**config.mk**
```make
export PLATFORM = sky130hd
export DESIGN_NAME = link_test_top
export DESIGN_NICKNAME = d
export VERILOG_FILES = /design/src/link_pkg.sv /design/src/link_test_ctrl.sv /design/src/link_test_top.sv /design/src/uart_rx.sv /design/src/uart_tx.sv
export SDC_FILE = /design/constraint.sdc
export NUM_CORES = 1
export LEC_CHECK = 0
export BUFFER_PORTS_ARGS = -buffer_cell sky130_fd_sc_hd__buf_2
export CAP_MARGIN = 10
export CORE_MARGIN = 5
export CORE_UTILIZATION = 60
export CTS_CLUSTER_DIAMETER = 50
export DETAILED_ROUTE_END_ITERATION = 16
export PLACE_DENSITY = 0.77
export REMOVE_ABC_BUFFERS = 1
export SYNTH_ARGS = -nofsm -noshare
export SYNTH_HDL_FRONTEND = slang
export SYNTH_SLANG_ARGS = --single-unit
```
**constraint.sdc**
```tcl
create_clock -name clk -period 2.4 [get_ports clk]
set_input_delay 0.24 -clock clk [delete_from_list [all_inputs] [get_ports clk]]
set_output_delay 0.24 -clock clk [all_outputs]
set_load 0.02 [all_outputs]
```
**src/link_pkg.sv**
```systemverilog
// Link test shared definitions
// Byte type, command and reply codes, UART bit timing and the
// start-up and window lengths used by the link test controller.
// Also holds the state encodings of the UART and controller FSMs.

`default_nettype none

package link_pkg;

    // One serial data byte
    typedef logic [7:0] uart_byte_t;

    // Serial timing, 8 Mbaud from a 24 MHz clock
    localparam int CLKS_PER_BIT = 3;
    localparam int BIT_CNT_W    = 2;    // Must hold CLKS_PER_BIT - 1

    // Command and reply codes
    localparam uart_byte_t TURN_ON  = 8'hEE;
    localparam uart_byte_t TURN_OFF = 8'h55;
    localparam uart_byte_t TOGGLE   = 8'hC3;
    localparam uart_byte_t ACK_BYTE = 8'h33;

    // Controller timing, shortened for simulation
    localparam int STARTUP_CYCLES = 2400;
    localparam int WINDOW_CYCLES  = 6000;

    typedef logic [15:0] cycle_cnt_t;

    // LEDs on the board are active low
    localparam logic LED_ON  = 1'b0;
    localparam logic LED_OFF = 1'b1;

    typedef enum logic {
        ST_STARTUP,
        ST_WINDOW
    } ctrl_state_t;

    typedef enum logic [1:0] {
        TX_IDLE,
        TX_START,
        TX_DATA,
        TX_STOP
    } tx_state_t;

    typedef enum logic [1:0] {
        RX_IDLE,
        RX_START,
        RX_DATA,
        RX_STOP
    } rx_state_t;

endpackage

`default_nettype wire

```
**src/link_test_ctrl.sv**
```systemverilog
// Link test controller
// Waits through a start-up delay, then opens a test window that starts
// with a sync pulse and an ACK probe. Received bytes are decoded into
// link status and lamp commands, commands are answered with ACK and the
// replies queue in a small pending counter. LEDs are active low.

`timescale 1ns/1ps
`default_nettype none

module link_test_ctrl (
    input  logic                 clk,
    input  logic                 rst_n,
    input  link_pkg::uart_byte_t rx_data,
    input  logic                 rx_done,
    input  logic                 tx_busy,
    output logic                 tx_start,
    output link_pkg::uart_byte_t tx_data,
    output logic                 sync_out,
    output logic                 led_red,
    output logic                 led_green,
    output logic                 led_blue
);
    import link_pkg::*;

    ctrl_state_t state;
    cycle_cnt_t  cycle_cnt;
    logic        lamp_on;
    logic        link_good;
    logic [1:0]  pending;
    logic        in_window;
    logic        startup_done;
    logic        window_done;
    logic        is_cmd;
    logic        sched;
    logic        issue;

    assign in_window    = (state == ST_WINDOW);
    assign startup_done = !in_window && (cycle_cnt == cycle_cnt_t'(STARTUP_CYCLES - 1));
    assign window_done  = in_window && (cycle_cnt == cycle_cnt_t'(WINDOW_CYCLES - 1));

    assign is_cmd = (rx_data == TURN_ON) || (rx_data == TURN_OFF) || (rx_data == TOGGLE);

    // Probe at window open, one reply per command, dropped when the queue is full
    assign sched = (startup_done || (in_window && rx_done && is_cmd)) && (pending != 2'd3);
    // tx_busy lags tx_start by a cycle, so the strobe itself blocks the next one
    assign issue = (pending != 2'd0) && !tx_busy && !tx_start && !window_done;

    always_ff @(posedge clk or negedge rst_n) begin
        if (!rst_n) begin
            state     <= ST_STARTUP;
            cycle_cnt <= '0;
            sync_out  <= 1'b0;
        end else begin
            sync_out <= startup_done;               // High in the first window cycle
            if (startup_done) begin
                state     <= ST_WINDOW;
                cycle_cnt <= '0;
            end else if (window_done) begin
                state     <= ST_STARTUP;
                cycle_cnt <= '0;
            end else begin
                cycle_cnt <= cycle_cnt + 1'b1;
            end
        end
    end

    // Byte decoder
    always_ff @(posedge clk or negedge rst_n) begin
        if (!rst_n) begin
            lamp_on   <= 1'b0;
            link_good <= 1'b0;
        end else if (window_done) begin
            lamp_on   <= 1'b0;
            link_good <= 1'b0;
        end else if (in_window && rx_done) begin
            case (rx_data)
                ACK_BYTE: link_good <= 1'b1;
                TURN_ON:  lamp_on   <= 1'b1;
                TURN_OFF: lamp_on   <= 1'b0;
                TOGGLE:   lamp_on   <= !lamp_on;
                default:  link_good <= 1'b0;        // Unknown byte means a bad link
            endcase
        end
    end

    // Reply queue
    always_ff @(posedge clk or negedge rst_n) begin
        if (!rst_n) begin
            pending  <= 2'd0;
            tx_start <= 1'b0;
        end else begin
            tx_start <= issue;
            if (window_done) begin
                pending <= 2'd0;
            end else begin
                case ({sched, issue})
                    2'b10:   pending <= pending + 1'b1;
                    2'b01:   pending <= pending - 1'b1;
                    default: pending <= pending;
                endcase
            end
        end
    end

    // Reply byte, loaded together with the start strobe
    always_ff @(posedge clk) begin
        if (issue) begin
            tx_data <= ACK_BYTE;
        end
    end

    assign led_red   = (in_window && !link_good) ? LED_ON : LED_OFF;
    assign led_blue  = (in_window && link_good) ? LED_ON : LED_OFF;
    assign led_green = (in_window && lamp_on) ? LED_ON : LED_OFF;

    a_sync_pulse: assert property (@(posedge clk) disable iff (!rst_n)
        sync_out |=> !sync_out);

    a_start_idle: assert property (@(posedge clk) disable iff (!rst_n)
        tx_start |-> !tx_busy);

endmodule

`default_nettype wire

```
**src/link_test_top.sv**
```systemverilog
// Link test top level
// Connects the UART transmitter and receiver to the link test
// controller and brings the serial line, sync and LEDs to the board.

`timescale 1ns/1ps
`default_nettype none

module link_test_top (
    input  logic clk,
    input  logic rst_n,
    input  logic rx_line,
    output logic tx_line,
    output logic sync_out,
    output logic led_red,
    output logic led_green,
    output logic led_blue
);
    import link_pkg::*;

    uart_byte_t tx_data;
    uart_byte_t rx_data;
    logic       tx_start;
    logic       tx_busy;
    logic       rx_done;

    uart_tx u_tx (
        .clk      (clk),
        .rst_n    (rst_n),
        .tx_start (tx_start),
        .tx_data  (tx_data),
        .tx_line  (tx_line),
        .tx_busy  (tx_busy)
    );

    uart_rx u_rx (
        .clk      (clk),
        .rst_n    (rst_n),
        .rx_line  (rx_line),
        .rx_data  (rx_data),
        .rx_done  (rx_done)
    );

    link_test_ctrl u_ctrl (
        .clk       (clk),
        .rst_n     (rst_n),
        .rx_data   (rx_data),
        .rx_done   (rx_done),
        .tx_busy   (tx_busy),
        .tx_start  (tx_start),
        .tx_data   (tx_data),
        .sync_out  (sync_out),
        .led_red   (led_red),
        .led_green (led_green),
        .led_blue  (led_blue)
    );

endmodule

`default_nettype wire

```
**src/uart_rx.sv**
```systemverilog
// UART receiver
// Synchronizes the serial line, waits for a falling edge, re-checks
// the start bit at mid-bit and shifts in eight data bits LSB first.
// rx_done pulses in the middle of the stop bit when it samples high,
// otherwise the frame is dropped silently.

`timescale 1ns/1ps
`default_nettype none

module uart_rx (
    input  logic                 clk,
    input  logic                 rst_n,
    input  logic                 rx_line,
    output link_pkg::uart_byte_t rx_data,
    output logic                 rx_done
);
    import link_pkg::*;

    rx_state_t            state;
    logic                 rx_meta;
    logic                 rx_sync;
    logic                 rx_prev;
    logic                 fall_edge;
    logic [BIT_CNT_W-1:0] bit_cnt;
    logic [2:0]           bit_idx;
    uart_byte_t           shift_reg;
    logic                 bit_end;
    logic                 mid_start;
    logic                 sample;
    logic                 frame_ok;

    // Two-flop synchronizer plus one stage for edge detection
    always_ff @(posedge clk or negedge rst_n) begin
        if (!rst_n) begin
            rx_meta <= 1'b1;
            rx_sync <= 1'b1;
            rx_prev <= 1'b1;
        end else begin
            rx_meta <= rx_line;
            rx_sync <= rx_meta;
            rx_prev <= rx_sync;
        end
    end

    assign fall_edge = rx_prev && !rx_sync;

    // The edge cycle is sample 0 of the start bit, so mid-bit is one count early
    assign mid_start = (bit_cnt == BIT_CNT_W'(CLKS_PER_BIT / 2 - 1));
    assign bit_end   = (bit_cnt == BIT_CNT_W'(CLKS_PER_BIT - 1));
    assign sample    = (state == RX_DATA) && bit_end;
    assign frame_ok  = (state == RX_STOP) && bit_end && rx_sync;

    always_ff @(posedge clk or negedge rst_n) begin
        if (!rst_n) begin
            state   <= RX_IDLE;
            bit_cnt <= '0;
            bit_idx <= '0;
            rx_done <= 1'b0;
        end else begin
            rx_done <= frame_ok;
            case (state)
                RX_IDLE: begin
                    bit_cnt <= '0;
                    if (fall_edge) begin
                        state <= RX_START;
                    end
                end

                RX_START: begin
                    if (mid_start) begin
                        bit_cnt <= '0;
                        bit_idx <= '0;
                        // Glitch on the line, go back and wait for a real edge
                        state   <= rx_sync ? RX_IDLE : RX_DATA;
                    end else begin
                        bit_cnt <= bit_cnt + 1'b1;
                    end
                end

                RX_DATA: begin
                    if (bit_end) begin
                        bit_cnt <= '0;
                        if (bit_idx == 3'd7) begin
                            state <= RX_STOP;
                        end
                        bit_idx <= bit_idx + 1'b1;
                    end else begin
                        bit_cnt <= bit_cnt + 1'b1;
                    end
                end

                RX_STOP: begin
                    if (bit_end) begin
                        bit_cnt <= '0;
                        state   <= RX_IDLE;     // Low stop bit drops the frame
                    end else begin
                        bit_cnt <= bit_cnt + 1'b1;
                    end
                end

                default: state <= RX_IDLE;
            endcase
        end
    end

    // Received byte, held until the next good frame
    always_ff @(posedge clk) begin
        if (sample) begin
            shift_reg <= {rx_sync, shift_reg[7:1]};
        end
        if (frame_ok) begin
            rx_data <= shift_reg;
        end
    end

    // Frames are far longer than a cycle, so done can never repeat back to back
    a_done_single: assert property (@(posedge clk) disable iff (!rst_n)
        rx_done |=> !rx_done);

endmodule

`default_nettype wire

```
**src/uart_tx.sv**
```systemverilog
// UART transmitter
// Serializes one byte per start strobe, 8N1, LSB first.
// The line drops for the start bit one cycle after tx_start and
// tx_busy stays high for the full ten bit periods of the frame.

`timescale 1ns/1ps
`default_nettype none

module uart_tx (
    input  logic                 clk,
    input  logic                 rst_n,
    input  logic                 tx_start,
    input  link_pkg::uart_byte_t tx_data,
    output logic                 tx_line,
    output logic                 tx_busy
);
    import link_pkg::*;

    tx_state_t            state;
    logic [BIT_CNT_W-1:0] bit_cnt;
    logic [2:0]           bit_idx;
    uart_byte_t           shift_reg;
    logic                 bit_end;
    logic                 load;
    logic                 shift;

    assign bit_end = (bit_cnt == BIT_CNT_W'(CLKS_PER_BIT - 1));
    assign load    = (state == TX_IDLE) && tx_start;
    // Advance to the next data bit at the end of the start bit and of each data bit
    assign shift   = bit_end && ((state == TX_START) || (state == TX_DATA));

    always_ff @(posedge clk or negedge rst_n) begin
        if (!rst_n) begin
            state   <= TX_IDLE;
            bit_cnt <= '0;
            bit_idx <= '0;
            tx_line <= 1'b1;
            tx_busy <= 1'b0;
        end else begin
            case (state)
                TX_IDLE: begin
                    bit_cnt <= '0;
                    if (tx_start) begin
                        tx_line <= 1'b0;            // Start bit
                        tx_busy <= 1'b1;
                        state   <= TX_START;
                    end
                end

                TX_START: begin
                    if (bit_end) begin
                        bit_cnt <= '0;
                        bit_idx <= '0;
                        tx_line <= shift_reg[0];
                        state   <= TX_DATA;
                    end else begin
                        bit_cnt <= bit_cnt + 1'b1;
                    end
                end

                TX_DATA: begin
                    if (bit_end) begin
                        bit_cnt <= '0;
                        if (bit_idx == 3'd7) begin
                            tx_line <= 1'b1;        // Stop bit
                            state   <= TX_STOP;
                        end else begin
                            tx_line <= shift_reg[0];
                            bit_idx <= bit_idx + 1'b1;
                        end
                    end else begin
                        bit_cnt <= bit_cnt + 1'b1;
                    end
                end

                TX_STOP: begin
                    if (bit_end) begin
                        bit_cnt <= '0;
                        tx_busy <= 1'b0;
                        state   <= TX_IDLE;
                    end else begin
                        bit_cnt <= bit_cnt + 1'b1;
                    end
                end

                default: state <= TX_IDLE;
            endcase
        end
    end

    // Data path, bit 0 is always the next bit to go out
    always_ff @(posedge clk) begin
        if (load) begin
            shift_reg <= tx_data;
        end else if (shift) begin
            shift_reg <= {1'b0, shift_reg[7:1]};
        end
    end

    // A new byte while a frame is on the line would be lost
    a_no_start_when_busy: assert property (@(posedge clk) disable iff (!rst_n)
        tx_start |-> !tx_busy);

endmodule

`default_nettype wire
```
# Yosys cells after proc, flatten, opt, wreduce, memory -nomap -nowiden
# Index checks and enable logic that the tools add are counted.
# totals
regBits,65
inputBits,3
out_inout_bits,5
word_cells,161
# op_classes
add_sub_neg,7
n_eq_ne,31
n_mux,49
reduce_logical,52
# ops
cell,count
2-to-1 mux 16 bit,2
2-to-1 mux 2 bit,15
"!= test 2 x 1 -> 1 bit, second input constant",9
logical AND 1 bit,17
"adder 16 x 1 -> 16 bit, second input constant",1
"equality test 16 x 12 -> 1 bit, second input constant",1
"equality test 16 x 13 -> 1 bit, second input constant",1
"equality test 8 bit, second input constant",2
case mux 2 bit (4 select lines),2
2-to-1 mux 1 bit,15
2-to-1 mux 3 bit,5
"equality test 2 bit, second input constant",7
nonzero test 2 bit,7
case mux 3 bit (2 select lines),2
AND reduction 5 bit,2
"equality test 8 x 6 -> 1 bit, second input constant",1
"equality test 8 x 7 -> 1 bit, second input constant",1
"!= test 2 bit, second input constant",4
case mux 2 bit (2 select lines),2
AND reduction 4 bit,2
logical NOT 1 bit,7
"adder 2 x 1 -> 2 bit, second input constant",3
"adder 3 x 1 -> 3 bit, second input constant",2
"equality test 2 x 1 -> 1 bit, second input constant",3
14 further kinds,26

# Depth between registers and ports, before layout
# Gate-level depths: netlist of the first run.
# logic_depth
word_depth,9
depth_mapped,11
ltp_nobuf,11

# Hierarchy
# From an unflattened synthesis of the first run, not the netlist that was laid out.
# hier_totals
cells_unflattened,270
area_unflattened_um2,3224.3
# by_module_without_submodules
module,n_inst,cells_each,area_each_um2,seq_area_each_um2
link_test_ctrl,1,138,1320.0,575.6
uart_rx,1,60,996.0,759.5
uart_tx,1,72,908.4,466.7

# Least setup slack after synthesis of the first run
# No wires, ideal clock.
# synth_path
kind,register to register
from,register u_ctrl.cycle_cnt[0]
to,register u_ctrl.pending[1]
setup_ns,0.131
t_arrival_ns,1.853
t_required_ns,2.269
slack_ns,0.416
stages_incl_launch_ff,11
path_buffers,0
period_less_slack_ns,1.984
cell_sequence,dfrtp_1 > ha_1 > nand3_1 > nor2b_1 > nand3_1 > nor2_1 > nor4_1 > ha_1 > nor2_1 > xnor2_1 > nor2_1
# synth_via
elab_chain_cells,7
word_cells_on_any_way,13
classes_between,eq/ne: 4; mux: 2; reduce/logical: 7
# synth_lines
element,line_no,rtl
start: declaration,link_test_ctrl.sv:26,cycle_cnt_t cycle_cnt;
start signal: assignment,link_test_ctrl.sv:62,cycle_cnt <= cycle_cnt + 1'b1;
equality test 16 x 13 -> 1 bit (*),link_test_ctrl.sv:39,assign window_done = in_window && (cycle_cnt == cycle_cnt_t'(WINDOW_CYCLES - 1));
logical AND 1 bit (*),link_test_ctrl.sv:39,
logical NOT 1 bit (*),link_test_ctrl.sv:46,assign issue = (pending != 2'd0) && !tx_busy && !tx_start && !window_done;
logical AND 1 bit (*),link_test_ctrl.sv:46,
named net u_ctrl.issue,link_test_ctrl.sv:35,logic issue;
equality test 2 x 1 -> 1 bit or equality test 2 bit (tied branches),link_test_ctrl.sv:96,"case ({sched, issue})"
case mux 2 bit (2 select lines),link_test_ctrl.sv:96,
2-to-1 mux 2 bit,link_test_ctrl.sv:93,if (window_done) begin
end signal: assignment,link_test_ctrl.sv:97,2'b10: pending <= pending + 1'b1;
end signal: assignment,link_test_ctrl.sv:98,2'b01: pending <= pending - 1'b1;
end signal: assignment,link_test_ctrl.sv:99,default: pending <= pending;
end: declaration,link_test_ctrl.sv:29,logic [1:0] pending;
# Mark *: on every way through the listed nets, which the timed path passes. The rest lies on a longest branch.
# A chain may end at the register's enable or synchronous reset.

# Worst setup path in the final report of the first run
# layout_path
from,register u_rx.rx_data[1]
to,register u_ctrl.pending[1]
# layout_via
elab_chain_cells,9
word_cells_on_any_way,13
classes_between,eq/ne: 5; mux: 2; reduce/logical: 6
# layout_lines
element,line_no,rtl
start: declaration,uart_rx.sv:14,"output link_pkg::uart_byte_t rx_data,"
start signal: assignment,uart_rx.sv:112,rx_data <= shift_reg;
equality test 8 bit or equality test 8 x 7 -> 1 bit (tied branches),link_test_ctrl.sv:41,assign is_cmd = (rx_data == TURN_ON) || (rx_data == TURN_OFF) || (rx_data == TOGGLE);
logical OR 1 bit,link_test_ctrl.sv:41,
logical OR 1 bit (*),link_test_ctrl.sv:41,
logical AND 1 bit (*),link_test_ctrl.sv:44,assign sched = (startup_done || (in_window && rx_done && is_cmd)) && (pending != 2'd3);
logical OR 1 bit (*),link_test_ctrl.sv:44,
logical AND 1 bit (*),link_test_ctrl.sv:44,
equality test 2 x 1 -> 1 bit or equality test 2 bit (tied branches),link_test_ctrl.sv:96,
case mux 2 bit (2 select lines),link_test_ctrl.sv:96,
2-to-1 mux 2 bit,link_test_ctrl.sv:93,
# Mark *: on every way between the ends. The rest lies on a longest branch, timed or not.

==> results of run 1 <==
==> per-layer routing <==
metal | global-route usage [%] | vias up | share of wire (%)
met2 | 26.24 | 27 | 45
met3 | 5.830 | 8 | 3.4
li1 | - | 934 | -
met1 | 22.12 | 912 | 49
met4 | 7.939 | 0 | 1.8
met5 | 0 | - | 0
==> cells in the mapped netlist, drive strengths merged <==
master,n
and4bb,2
nand4b,4
nand2,24
nand2b,10
xnor2,7
nor4,3
nor2b,5
a21oi,9
nor3b,3
o41ai,2
nand4,3
mux2,1
and2,4
nor4b,2
nand3,7
nor2,28
and3,2
edfxtp,22
dfstp,4
buf,1
xor2,10
inv,13
o21ai,17
o22ai,1
a22o,6
or4,1
dfrtp,39
or3,1
nor3,5
ha,18
or2,2
==> worst reg2reg max path: cells and delay by family (launching register included) <==
kind / cells / cell delay (ns)
flops: 1 / 0.46
fa+ha+maj: 1 / 0.29
compound gates: 1 / 0.18
simple gates: 6 / 1.10
xor+xnor: 1 / 0.14
==> area by class of cell <==
| class | count | share of cell area, % |
|---|---|---|
| clock buffer | 9 | 3.751 |
| clock inverter | 7 | 2.349 |
| inverter | 13 | 1.478 |
| multi-input combinational | 177 | 35.32 |
| sequential | 65 | 52.75 |
| tap | 67 | 2.539 |
| timing repair buffer | 10 | 1.819 |
==> worst paths after layout <==
| check | start | to | slack, ns | cells after the start |
|---|---|---|---|---|
| worst max-delay path | u_rx.rx_data[1] | u_ctrl.pending[1] | 0.14 | 9 |
| worst min-delay path | rst_n | u_rx.bit_cnt[0] | 0.04 | 1 |
| worst max register to register | u_rx.rx_data[1] | u_ctrl.pending[1] | 0.14 | 9 |
| worst min register to register | u_rx.rx_meta | u_rx.rx_sync | 0.37 | 0 |
| max in group asynchronous | rst_n | u_ctrl.cycle_cnt[5] | 1.78 | 1 |
| min in group clk | u_rx.rx_meta | u_rx.rx_sync | 0.37 | 0 |
==> cells by family after synthesis <==
family | share of synthesized area (%)
XOR/XNOR | 5.027
buffers and inverters | 1.817
AO/OA/AOI/OAI | 6.971
flip-flops | 58.81
multiplexers | 0.3802
adder cells (fa/ha/maj) | 7.605
AND/OR/NAND/NOR | 19.39
==> per-stage QoR <==
stage / hold slack, ns / util [%] / setup WS [ns] / area, um2
3_5_place_dp: 0.3540 / 65.00 / 0.2182 / 3090
3_3_place_gp: 0.3451 / 65.00 / 0.3247 / 3090
2_1_floorplan: -0.05559 / - / 0.4159 / 2957
6_report: 0.04020 / 69.45 / 0.1356 / 3302
5_1_grt: 0.1278 / 69.45 / 0.0005460 / 3302
4_1_cts: 0.06844 / 69.45 / 0.1623 / 3302
==> power groups by stage <==
stage | Sequential, W | Clock, W | Combinational (W)
after detailed placement | 0.00123 | 0 | 0.000265
final | 0.00121 | 0.000922 | 0.000267
after global placement | 0.00123 | 0 | 0.000261
after global routing | 0.00122 | 0.00100 | 0.000303
after CTS | 0.00121 | 0.000945 | 0.000267
after floorplan | 0.00123 | 0 | 0.000197
==> summary.md, run 1 <==
| Metric | Value |
|---|---|
| Status | `complete, no violations` |
| Critical path launch point type | `flip-flop` |
| CTS tree | `built` |
| Area of the multi-input gates | `0.001166 mm2` |
| Synth top area share | `32.95%` |
| Reg clk slew, reported paths | `0.08 ns` |
| Switching Power | `0.0006373 W` |
| Layout Nets | `297` |
| Largest net degree at the start of global routing | `44` |
| GPL Wtd Cong | `0.8338` |
| Worst path cell trace | `and4bb_2 -> and2_2 -> nor3_1 -> nor2_1 -> o21ai_0 -> ha_1 -> nor2_1 -> xnor2_1 -> nor2_1` |
| Clk_lat worst skew | `0.33 ns` |
| Final clock skew | `0.009004 ns` |
| Initial core utilization | `62.29%` |
| CP Data Arrival Time | `2.49 ns` |
| Gr ovfl total | `0` |
| Maximum root-to-sink buffer count | `2` |
| Hold Crit Class | `input pin to async pin` |
| RSZ-0062 raised after global routing | `no` |
| Final hold vios | `0` |
| Worst rel slew slack | `38.38%` |
| Initial antenna violation count | `0` |
| Cell Int Power | `0.001762 W` |
| Postcts setup bufs | `0` |
| Root Buffer | `clkbuf_8` |
| HPWL after detailed placement | `3256 um` |
| Synth warn | `0` |
| Sequential fraction of the synthesis area | `58.81%` |
| Yosys cell types | `34` |
| Slew Limit Fails | `0` |
| Total GRT Usage | `17.21%` |
| Final period utilization | `94.35%` |
| DRC viols | `0` |
| Leading cell types in the layout, fill and taps excluded | `dfrtp_1, nor2_1, nand2_1` |
| Die ar. | `0.006441 mm2` |
| Required @ worst endpoint | `2.62 ns` |
| CTS Hold Buffers Added | `1` |
| Most common cell after layout, fill and taps aside | `dfrtp_1` |
| First-pass GRT wire length | `8362 um` |
| Total number of vias | `1881` |
| CP endpoint kind | `flip-flop` |
| FMAX | `441.6 MHz` |
| P per Cell Area | `726.8 mW/mm2` |
| Area grow syn2layout | `11.49%` |
| Switching share of power | `26.56%` |
| Vias per cell | `5.405` |
| Io pins | `8` |
| CP max FO | `3` |
| CTS Sinks | `65` |
| Avg WL per Cell | `13.63 um` |
| Vias in the first global route | `1840` |
| Mapped Cells | `256` |
| Die W | `80.26 um` |
| Slowest stage delay, CP | `0.46 ns` |
| Logic pwr share | `11.1%` |
| DR iter-0 viols | `96` |
| CTS H-tree depth | `3` |
| Port bufs | `7` |
| Sequential share of power | `50.4%` |
| Leak Pwr | `1.340 nW` |
| Setup CP Type | `flip-flop to flip-flop` |
| CTS Buf Count | `9` |
| Layout fillers | `374` |
| Setup_tns | `0 ns` |
| Critical path's top delay family | `simple AND/OR/NAND/NOR gates` |
| Post-cts resize count | `0` |
| Core area | `0.004755 mm2` |
| Slew @ Worst Pin | `0.9243 ns` |
| ANT cells | `0` |
| Clock network power share | `38.4%` |
| Slowest CP cell | `edfxtp_1` |
| Mapped Area | `0.002962 mm2` |
| Leading post-synthesis cells by cell area | `dfrtp_1, edfxtp_1, ha_1` |
| WP buf/inv | `0` |
| MaxCap Viol Count | `0` |
| Site row count | `25` |
| Routed Wire Length | `4744 um` |
| Setup violations, final | `0` |
| Layout cell share with drive strength beyond 1 | `13.17%` |
| Detail Route Antenna Nets | `0` |
| Pre-antenna DRT Iters | `4` |
| Minimum clock period | `2.264 ns` |
| Max FFs per register | `16` |
| Synthesized flop and latch total | `65` |
| Power, Total | `0.002400 W` |
| FF/Latch Area | `0.001742 mm2` |
| Post-Layout Cell Count | `348` |
| Die Ht | `80.26 um` |
| Synthesized area per cell | `11.57 um2` |
| Crit-path most repeated cell | `nor2_1` |
| Synth area leader | `dfrtp_1` |
| Worst VDD drop | `0.0004721 V` |
| Post-Place Cells | `331` |
No activity file was read; power rests on OpenSTA's default activity.
==> run 2: changes to the inputs <==
clock period = 2.1 ns   (was 2.4 ns; I/O delays follow)
==> run 2 against run 1 <==
  * Die area unchanged
  * Power increased by 20%
  * Sequential share of layout area decreased by 2.5 points
  * Final cell count increased by 4.0%
  * Combinational power increased by 20%
  * Highest routed layer unchanged
==> summary.md, run 2 (synthesis gave the netlist of run 1 again) <==
| Metric | Value |
|---|---|
| HPWL after detailed placement | `3499 um` |
| CTS Sinks | `65` |
| Root Buffer | `clkbuf_8` |
| Vias in the first global route | `1996` |
| Min-Delay Endpoint | `u_rx.rx_sync` |
| Critical path launch point type | `flip-flop` |
| Die Ht | `80.26 um` |
| Crit-path most repeated cell | `nor2_1` |
| Detail Route Antenna Nets | `0` |
| Most common cell after layout, fill and taps aside | `dfrtp_1` |
| Register-to-register setup slack | `0.11 ns` |
| DR iter-0 viols | `131` |
| Die W | `80.26 um` |
| Max FFs per register | `16` |
| Layout Nets | `311` |
| Initial antenna violation count | `0` |
| Final hold vios | `0` |
| Critical path's top delay family | `simple AND/OR/NAND/NOR gates` |
| Maximum root-to-sink buffer count | `2` |
| CTS H-tree depth | `3` |
| Setup_tns | `0 ns` |
| CP Data Arrival Time | `2.22 ns` |
| Area grow syn2layout | `17.15%` |
| CP max FO | `4` |
| Initial core utilization | `62.29%` |
| CTS tree | `built` |
| Vias per cell | `5.340` |
| RSZ-0062 raised after global routing | `no` |
| Worst rel slew slack | `45.28%` |
| MaxCap Viol Count | `0` |
| Placed cell area | `0.003181 mm2` |
| Final period utilization | `94.59%` |
| Layout fillers | `333` |
| Required @ worst endpoint | `2.33 ns` |
| Worst path cell trace | `buf_4 -> nor4_4 -> nor3_4 -> nor2_1 -> o21ai_1 -> ha_1 -> nor2_1 -> xnor2_1 -> nor2_1` |
| Slew Limit Fails | `0` |
| Status | `complete, no violations` |
| WP buf/inv | `1` |
| Slowest stage delay, CP | `0.41 ns` |
| Setup violations, final | `0` |
| Port bufs | `7` |
| Clk_lat worst skew | `0.34 ns` |
| Io pins | `8` |
| Hold-critical path depth | `0` |
| Routed Wire Length | `4977 um` |
| ANT cells | `0` |
| Total GRT Usage | `18.25%` |
| First-pass GRT wire length | `8894 um` |
| Core area | `0.004755 mm2` |
| P per Cell Area | `832.7 mW/mm2` |
| Total number of vias | `1933` |
| Reg clk slew, reported paths | `0.07 ns` |
| Site row count | `25` |
| Leading cell types in the layout, fill and taps excluded | `dfrtp_1, nand2_1, nor2_1` |
| Pre-antenna DRT Iters | `4` |
| Hold Crit Class | `flip-flop to flip-flop` |
| Leak Pwr | `1.433 nW` |
| Layout cell share with drive strength beyond 1 | `18.64%` |
| Slowest CP cell | `edfxtp_1` |
| Avg WL per Cell | `13.75 um` |
| Worst VDD drop | `0.0007586 V` |
| FMAX | `503.4 MHz` |
| Largest net degree at the start of global routing | `29` |
| Design area | `0.003470 mm2` |
| CTS Buf Count | `9` |
| Reg2reg end | `u_ctrl.pending[1]` |
| Gr ovfl total | `0` |
| Slew @ Worst Pin | `0.8122 ns` |
| Die ar. | `0.006441 mm2` |
| GPL Wtd Cong | `0.7761` |
| Critical R2R Launch | `u_rx.rx_data[5]` |
| CP endpoint kind | `flip-flop` |
| DRC viols | `0` |
| HP Start | `u_rx.rx_meta` |
| Final clock skew | `0.01061 ns` |
| Setup CP Type | `flip-flop to flip-flop` |
| Minimum clock period | `1.986 ns` |
| R2R cell count | `9` |
## run 2: where the power goes
part	switching, W	internal [W]
sequential	0.0000349	0.00135
combinational	0.000209	0.000111
clock	0.000446	0.000735
## run 2: layout make-up
cell class | instances | area, um2 | share of cell area, %
flip-flops and latches | 65 | 1742 | 50.20
well taps | 67 | 83.83 | 2.416
multi-input cells | 177 | 1205 | 34.73
inverters | 13 | 48.80 | 1.406
clock inverters | 2 | 60.06 | 1.731
repair buffers | 24 | 167.7 | 4.832
clock buffers | 14 | 162.7 | 4.688
## run 2: worst max-delay path by stage
stage,start,endpoint,slack (ns),cells past startpoint
floorplan,u_ctrl.cycle_cnt[0],u_ctrl.pending[1],0.12,10
global placement,u_ctrl.cycle_cnt[1],u_ctrl.pending[1],0.11,10
detailed placement,u_rx.rx_data[7],u_ctrl.pending[1],-0.04,9
CTS,u_ctrl.cycle_cnt[1],u_ctrl.pending[1],0.009,10
global route,u_rx.rx_data[7],u_ctrl.pending[1],0.006,9
finish,u_rx.rx_data[5],u_ctrl.pending[1],0.11,9
## run 2: layer usage
metal | share of wire, % | global-route usage (%) | vias up | wire, um
met5 | 0 | 0 | - | 0
met4 | 2.0 | 8.277 | 0 | 99
met3 | 3.3 | 5.045 | 11 | 164
met2 | 48 | 29.55 | 29 | 2378
met1 | 47 | 22.75 | 934 | 2335
li1 | - | - | 959 | -
## run 2: timing repair
item,4_1_cts,5_1_grt
hold buffers,2,0
hold endpoints to repair,25,0
pin swaps,0,2
endpoints found under the setup margin,1,2
buffers inserted,0,1
gates resized for setup,1,9
## run 2: per-stage QoR
stage / setup slack (ns) / util (%) / hold slack [ns] / power [W] / instances
6_report: 0.1136 / 72.97 / 0.3575 / 0.002889 / 362
5_1_grt: 0.005632 / 72.97 / 0.3652 / 0.003035 / 362
4_1_cts: 0.009093 / 72.11 / 0.3586 / 0.002910 / 361
3_5_place_dp: -0.04120 / 66.89 / 0.2833 / 0.001717 / 343
3_3_place_gp: 0.1055 / 66.89 / 0.2753 / 0.001707 / 343
2_1_floorplan: 0.1159 / - / -0.08559 / 0.001628 / 255
==> run 3: changes to the inputs <==
--- a/config.mk
+++ b/config.mk
@@ -11,2 +11,3 @@
 export CORE_UTILIZATION = 60
+export CTS_BUF_LIST = sky130_fd_sc_hd__clkbuf_8
 export CTS_CLUSTER_DIAMETER = 50
==> constraint.sdc (replaced) <==
create_clock -name clk -period 2.1 [get_ports clk]
set_input_delay 0.42 -clock clk [delete_from_list [all_inputs] [get_ports clk]]
set_output_delay 0.42 -clock clk [all_outputs]
set_load 0.02 [all_outputs]
==> run 3 against run 2 <==
  * Global-route usage is 1.0 points lower
  * Critical path type unchanged
  * Final cell count down 1.1%
  * Critical endpoint unchanged
  * Largest power group unchanged
  * Sequential share of layout area up 1.4 points
==> summary.md, run 3 (synthesis gave the netlist of run 1 again) <==
| Metric | Value |
|---|---|
| Status | `complete, no violations` |
| Design area | `0.003378 mm2` |
| Post-Place Cells | `341` |
| DRC viols | `0` |
| Final period utilization | `95.70%` |
| Die Ht | `80.26 um` |
| Final clock skew | `0.006640 ns` |
| Post-Layout Cell Count | `358` |
| Area grow syn2layout | `14.07%` |
| DR iter-0 viols | `102` |
| Area of the multi-input gates | `0.001217 mm2` |
| Reg clk slew, reported paths | `0.06 ns` |
| FMAX | `497.6 MHz` |
| Avg WL per Cell | `13.65 um` |
| Initial antenna violation count | `0` |
| Required @ worst endpoint | `2.31 ns` |
| Layout Nets | `307` |
| Port bufs | `7` |
| Setup violations, final | `0` |
| P per Cell Area | `749.6 mW/mm2` |
| Layout fillers | `355` |
| Critical R2R Launch | `u_rx.rx_data[7]` |
| CTS Sinks | `65` |
| Largest net degree at the start of global routing | `44` |
| HPWL after detailed placement | `3321 um` |
| ANT cells | `0` |
| RSZ-0062 raised after global routing | `yes` |
| Site row count | `25` |
| Core area | `0.004755 mm2` |
| CTS Hold Buffers Added | `0` |
| Root Buffer | `clkbuf_8` |
| Gr ovfl total | `0` |
| Reg2reg end | `u_ctrl.pending[1]` |
| Power, Total | `0.002532 W` |
| Register-to-register setup slack | `0.09 ns` |
| Leading cell types in the layout, fill and taps excluded | `dfrtp_1, nand2_1, nor2_1` |
| Critical path launch point type | `flip-flop` |
| CTS tree | `built` |
| Minimum clock period | `2.010 ns` |
| Max FFs per register | `16` |
| Clk_lat worst skew | `0.33 ns` |
| Worst VDD drop | `0.0006097 V` |
| Total GRT Usage | `17.25%` |
| CTS Buf Count | `9` |
| Vias in the first global route | `1863` |
| First-pass GRT wire length | `8466 um` |
| CTS H-tree depth | `3` |
| Worst rel slew slack | `47.03%` |
| GPL Wtd Cong | `0.8015` |
| Final hold vios | `0` |
| CP max FO | `3` |
| Slew @ Worst Pin | `0.7863 ns` |
| R2R cell count | `9` |
| Layout cell share with drive strength beyond 1 | `18.56%` |
| FF/Latch Area | `0.001742 mm2` |
| Die W | `80.26 um` |
| Initial core utilization | `62.29%` |
| Total number of vias | `1910` |
| Most common cell after layout, fill and taps aside | `dfrtp_1` |
| Die ar. | `0.006441 mm2` |
| Slew Limit Fails | `0` |
| Maximum root-to-sink buffer count | `2` |
| MaxCap Viol Count | `0` |
| CP endpoint kind | `flip-flop` |
| Leak Pwr | `1.396 nW` |
| CP Data Arrival Time | `2.22 ns` |
| Placed cell area | `0.003166 mm2` |
| Io pins | `8` |
| Pre-antenna DRT Iters | `4` |
| Detail Route Antenna Nets | `0` |
| Hold Crit Class | `input pin to async pin` |
| Vias per cell | `5.335` |
| Routed Wire Length | `4887 um` |
| Setup CP Type | `flip-flop to flip-flop` |
## run 3: changes by cell type in the layout (fill, tap and decap cells not counted), sizes merged
| cell | change |
|---|---|
| bufinv | -2 |
| dlygate4sd3 | -2 |
| clkinv | +5 |
| buf | -2 |
| inv | +2 |
| clkbuf | -5 |
## run 3: final cells by class
class | count | share of cell area (%)
Sequential cell | 65 | 51.56
Tap cell | 67 | 2.481
Clock buffer | 9 | 3.667
Timing Repair Buffer | 20 | 3.926
Multi-Input combinational cell | 177 | 36.04
Inverter | 13 | 1.444
Clock inverter | 7 | 0.8889
## run 3: where the power goes
group	internal, W	total, W	switching (W)
Sequential	0.00135	0.00138	0.0000323
Clock	0.000405	0.000835	0.000431
Combinational	0.000107	0.000312	0.000205
## run 3: stage by stage
stage | hold slack (ns) | setup TNS, ns | utilization, % | setup WS [ns]
2_1_floorplan | 0.1244 | 0 | - | 0.1159
3_3_place_gp | 0.3455 | 0 | 66.58 | 0.09456
3_5_place_dp | 0.3501 | -0.02871 | 66.58 | -0.02871
4_1_cts | 0.1724 | 0 | 69.92 | 0.009444
5_1_grt | 0.1649 | -0.04191 | 71.05 | -0.04191
6_report | 0.1639 | 0 | 71.05 | 0.09038
## run 3: critical path, cell delays in order (launching register included)
cell      delay (ns)
edfxtp_1        0.42
and4bb_2        0.25
and2_2          0.22
nor3_4          0.19
nor2_1          0.06
o21ai_1         0.14
ha_1            0.28
nor2_1          0.14
xnor2_1         0.14
nor2_1          0.06
## run 3: metal layers
metal / global-route usage [%] / vias to the layer above / wire, um
li1: - / 949 / -
met1: 22.40 / 913 / 2322
met2: 26.82 / 41 / 2274
met3: 5.381 / 7 / 224
met4: 7.095 / 0 / 66
met5: 0 / - / 0
## run 3: timing repair
action / in CTS / in global routing
gates cloned: 0 / 0
setup endpoints to repair: 1 / 2
gates resized for setup: 1 / 11
pin swaps: 0 / 1
setup buffers: 0 / 1
## run 3: worst max path at each step
stage                                    from                 to  slack (ns)  cells past startpoint
after global placement    u_ctrl.cycle_cnt[1]  u_ctrl.pending[1]        0.09                     10
after CTS                 u_ctrl.cycle_cnt[1]  u_ctrl.pending[1]       0.009                     11
after floorplan           u_ctrl.cycle_cnt[0]  u_ctrl.pending[1]        0.12                     10
after detailed placement      u_rx.rx_data[7]  u_ctrl.pending[1]       -0.03                      9
final                         u_rx.rx_data[7]  u_ctrl.pending[1]        0.09                      9
after global routing          u_rx.rx_data[3]  u_ctrl.pending[1]       -0.04                     10
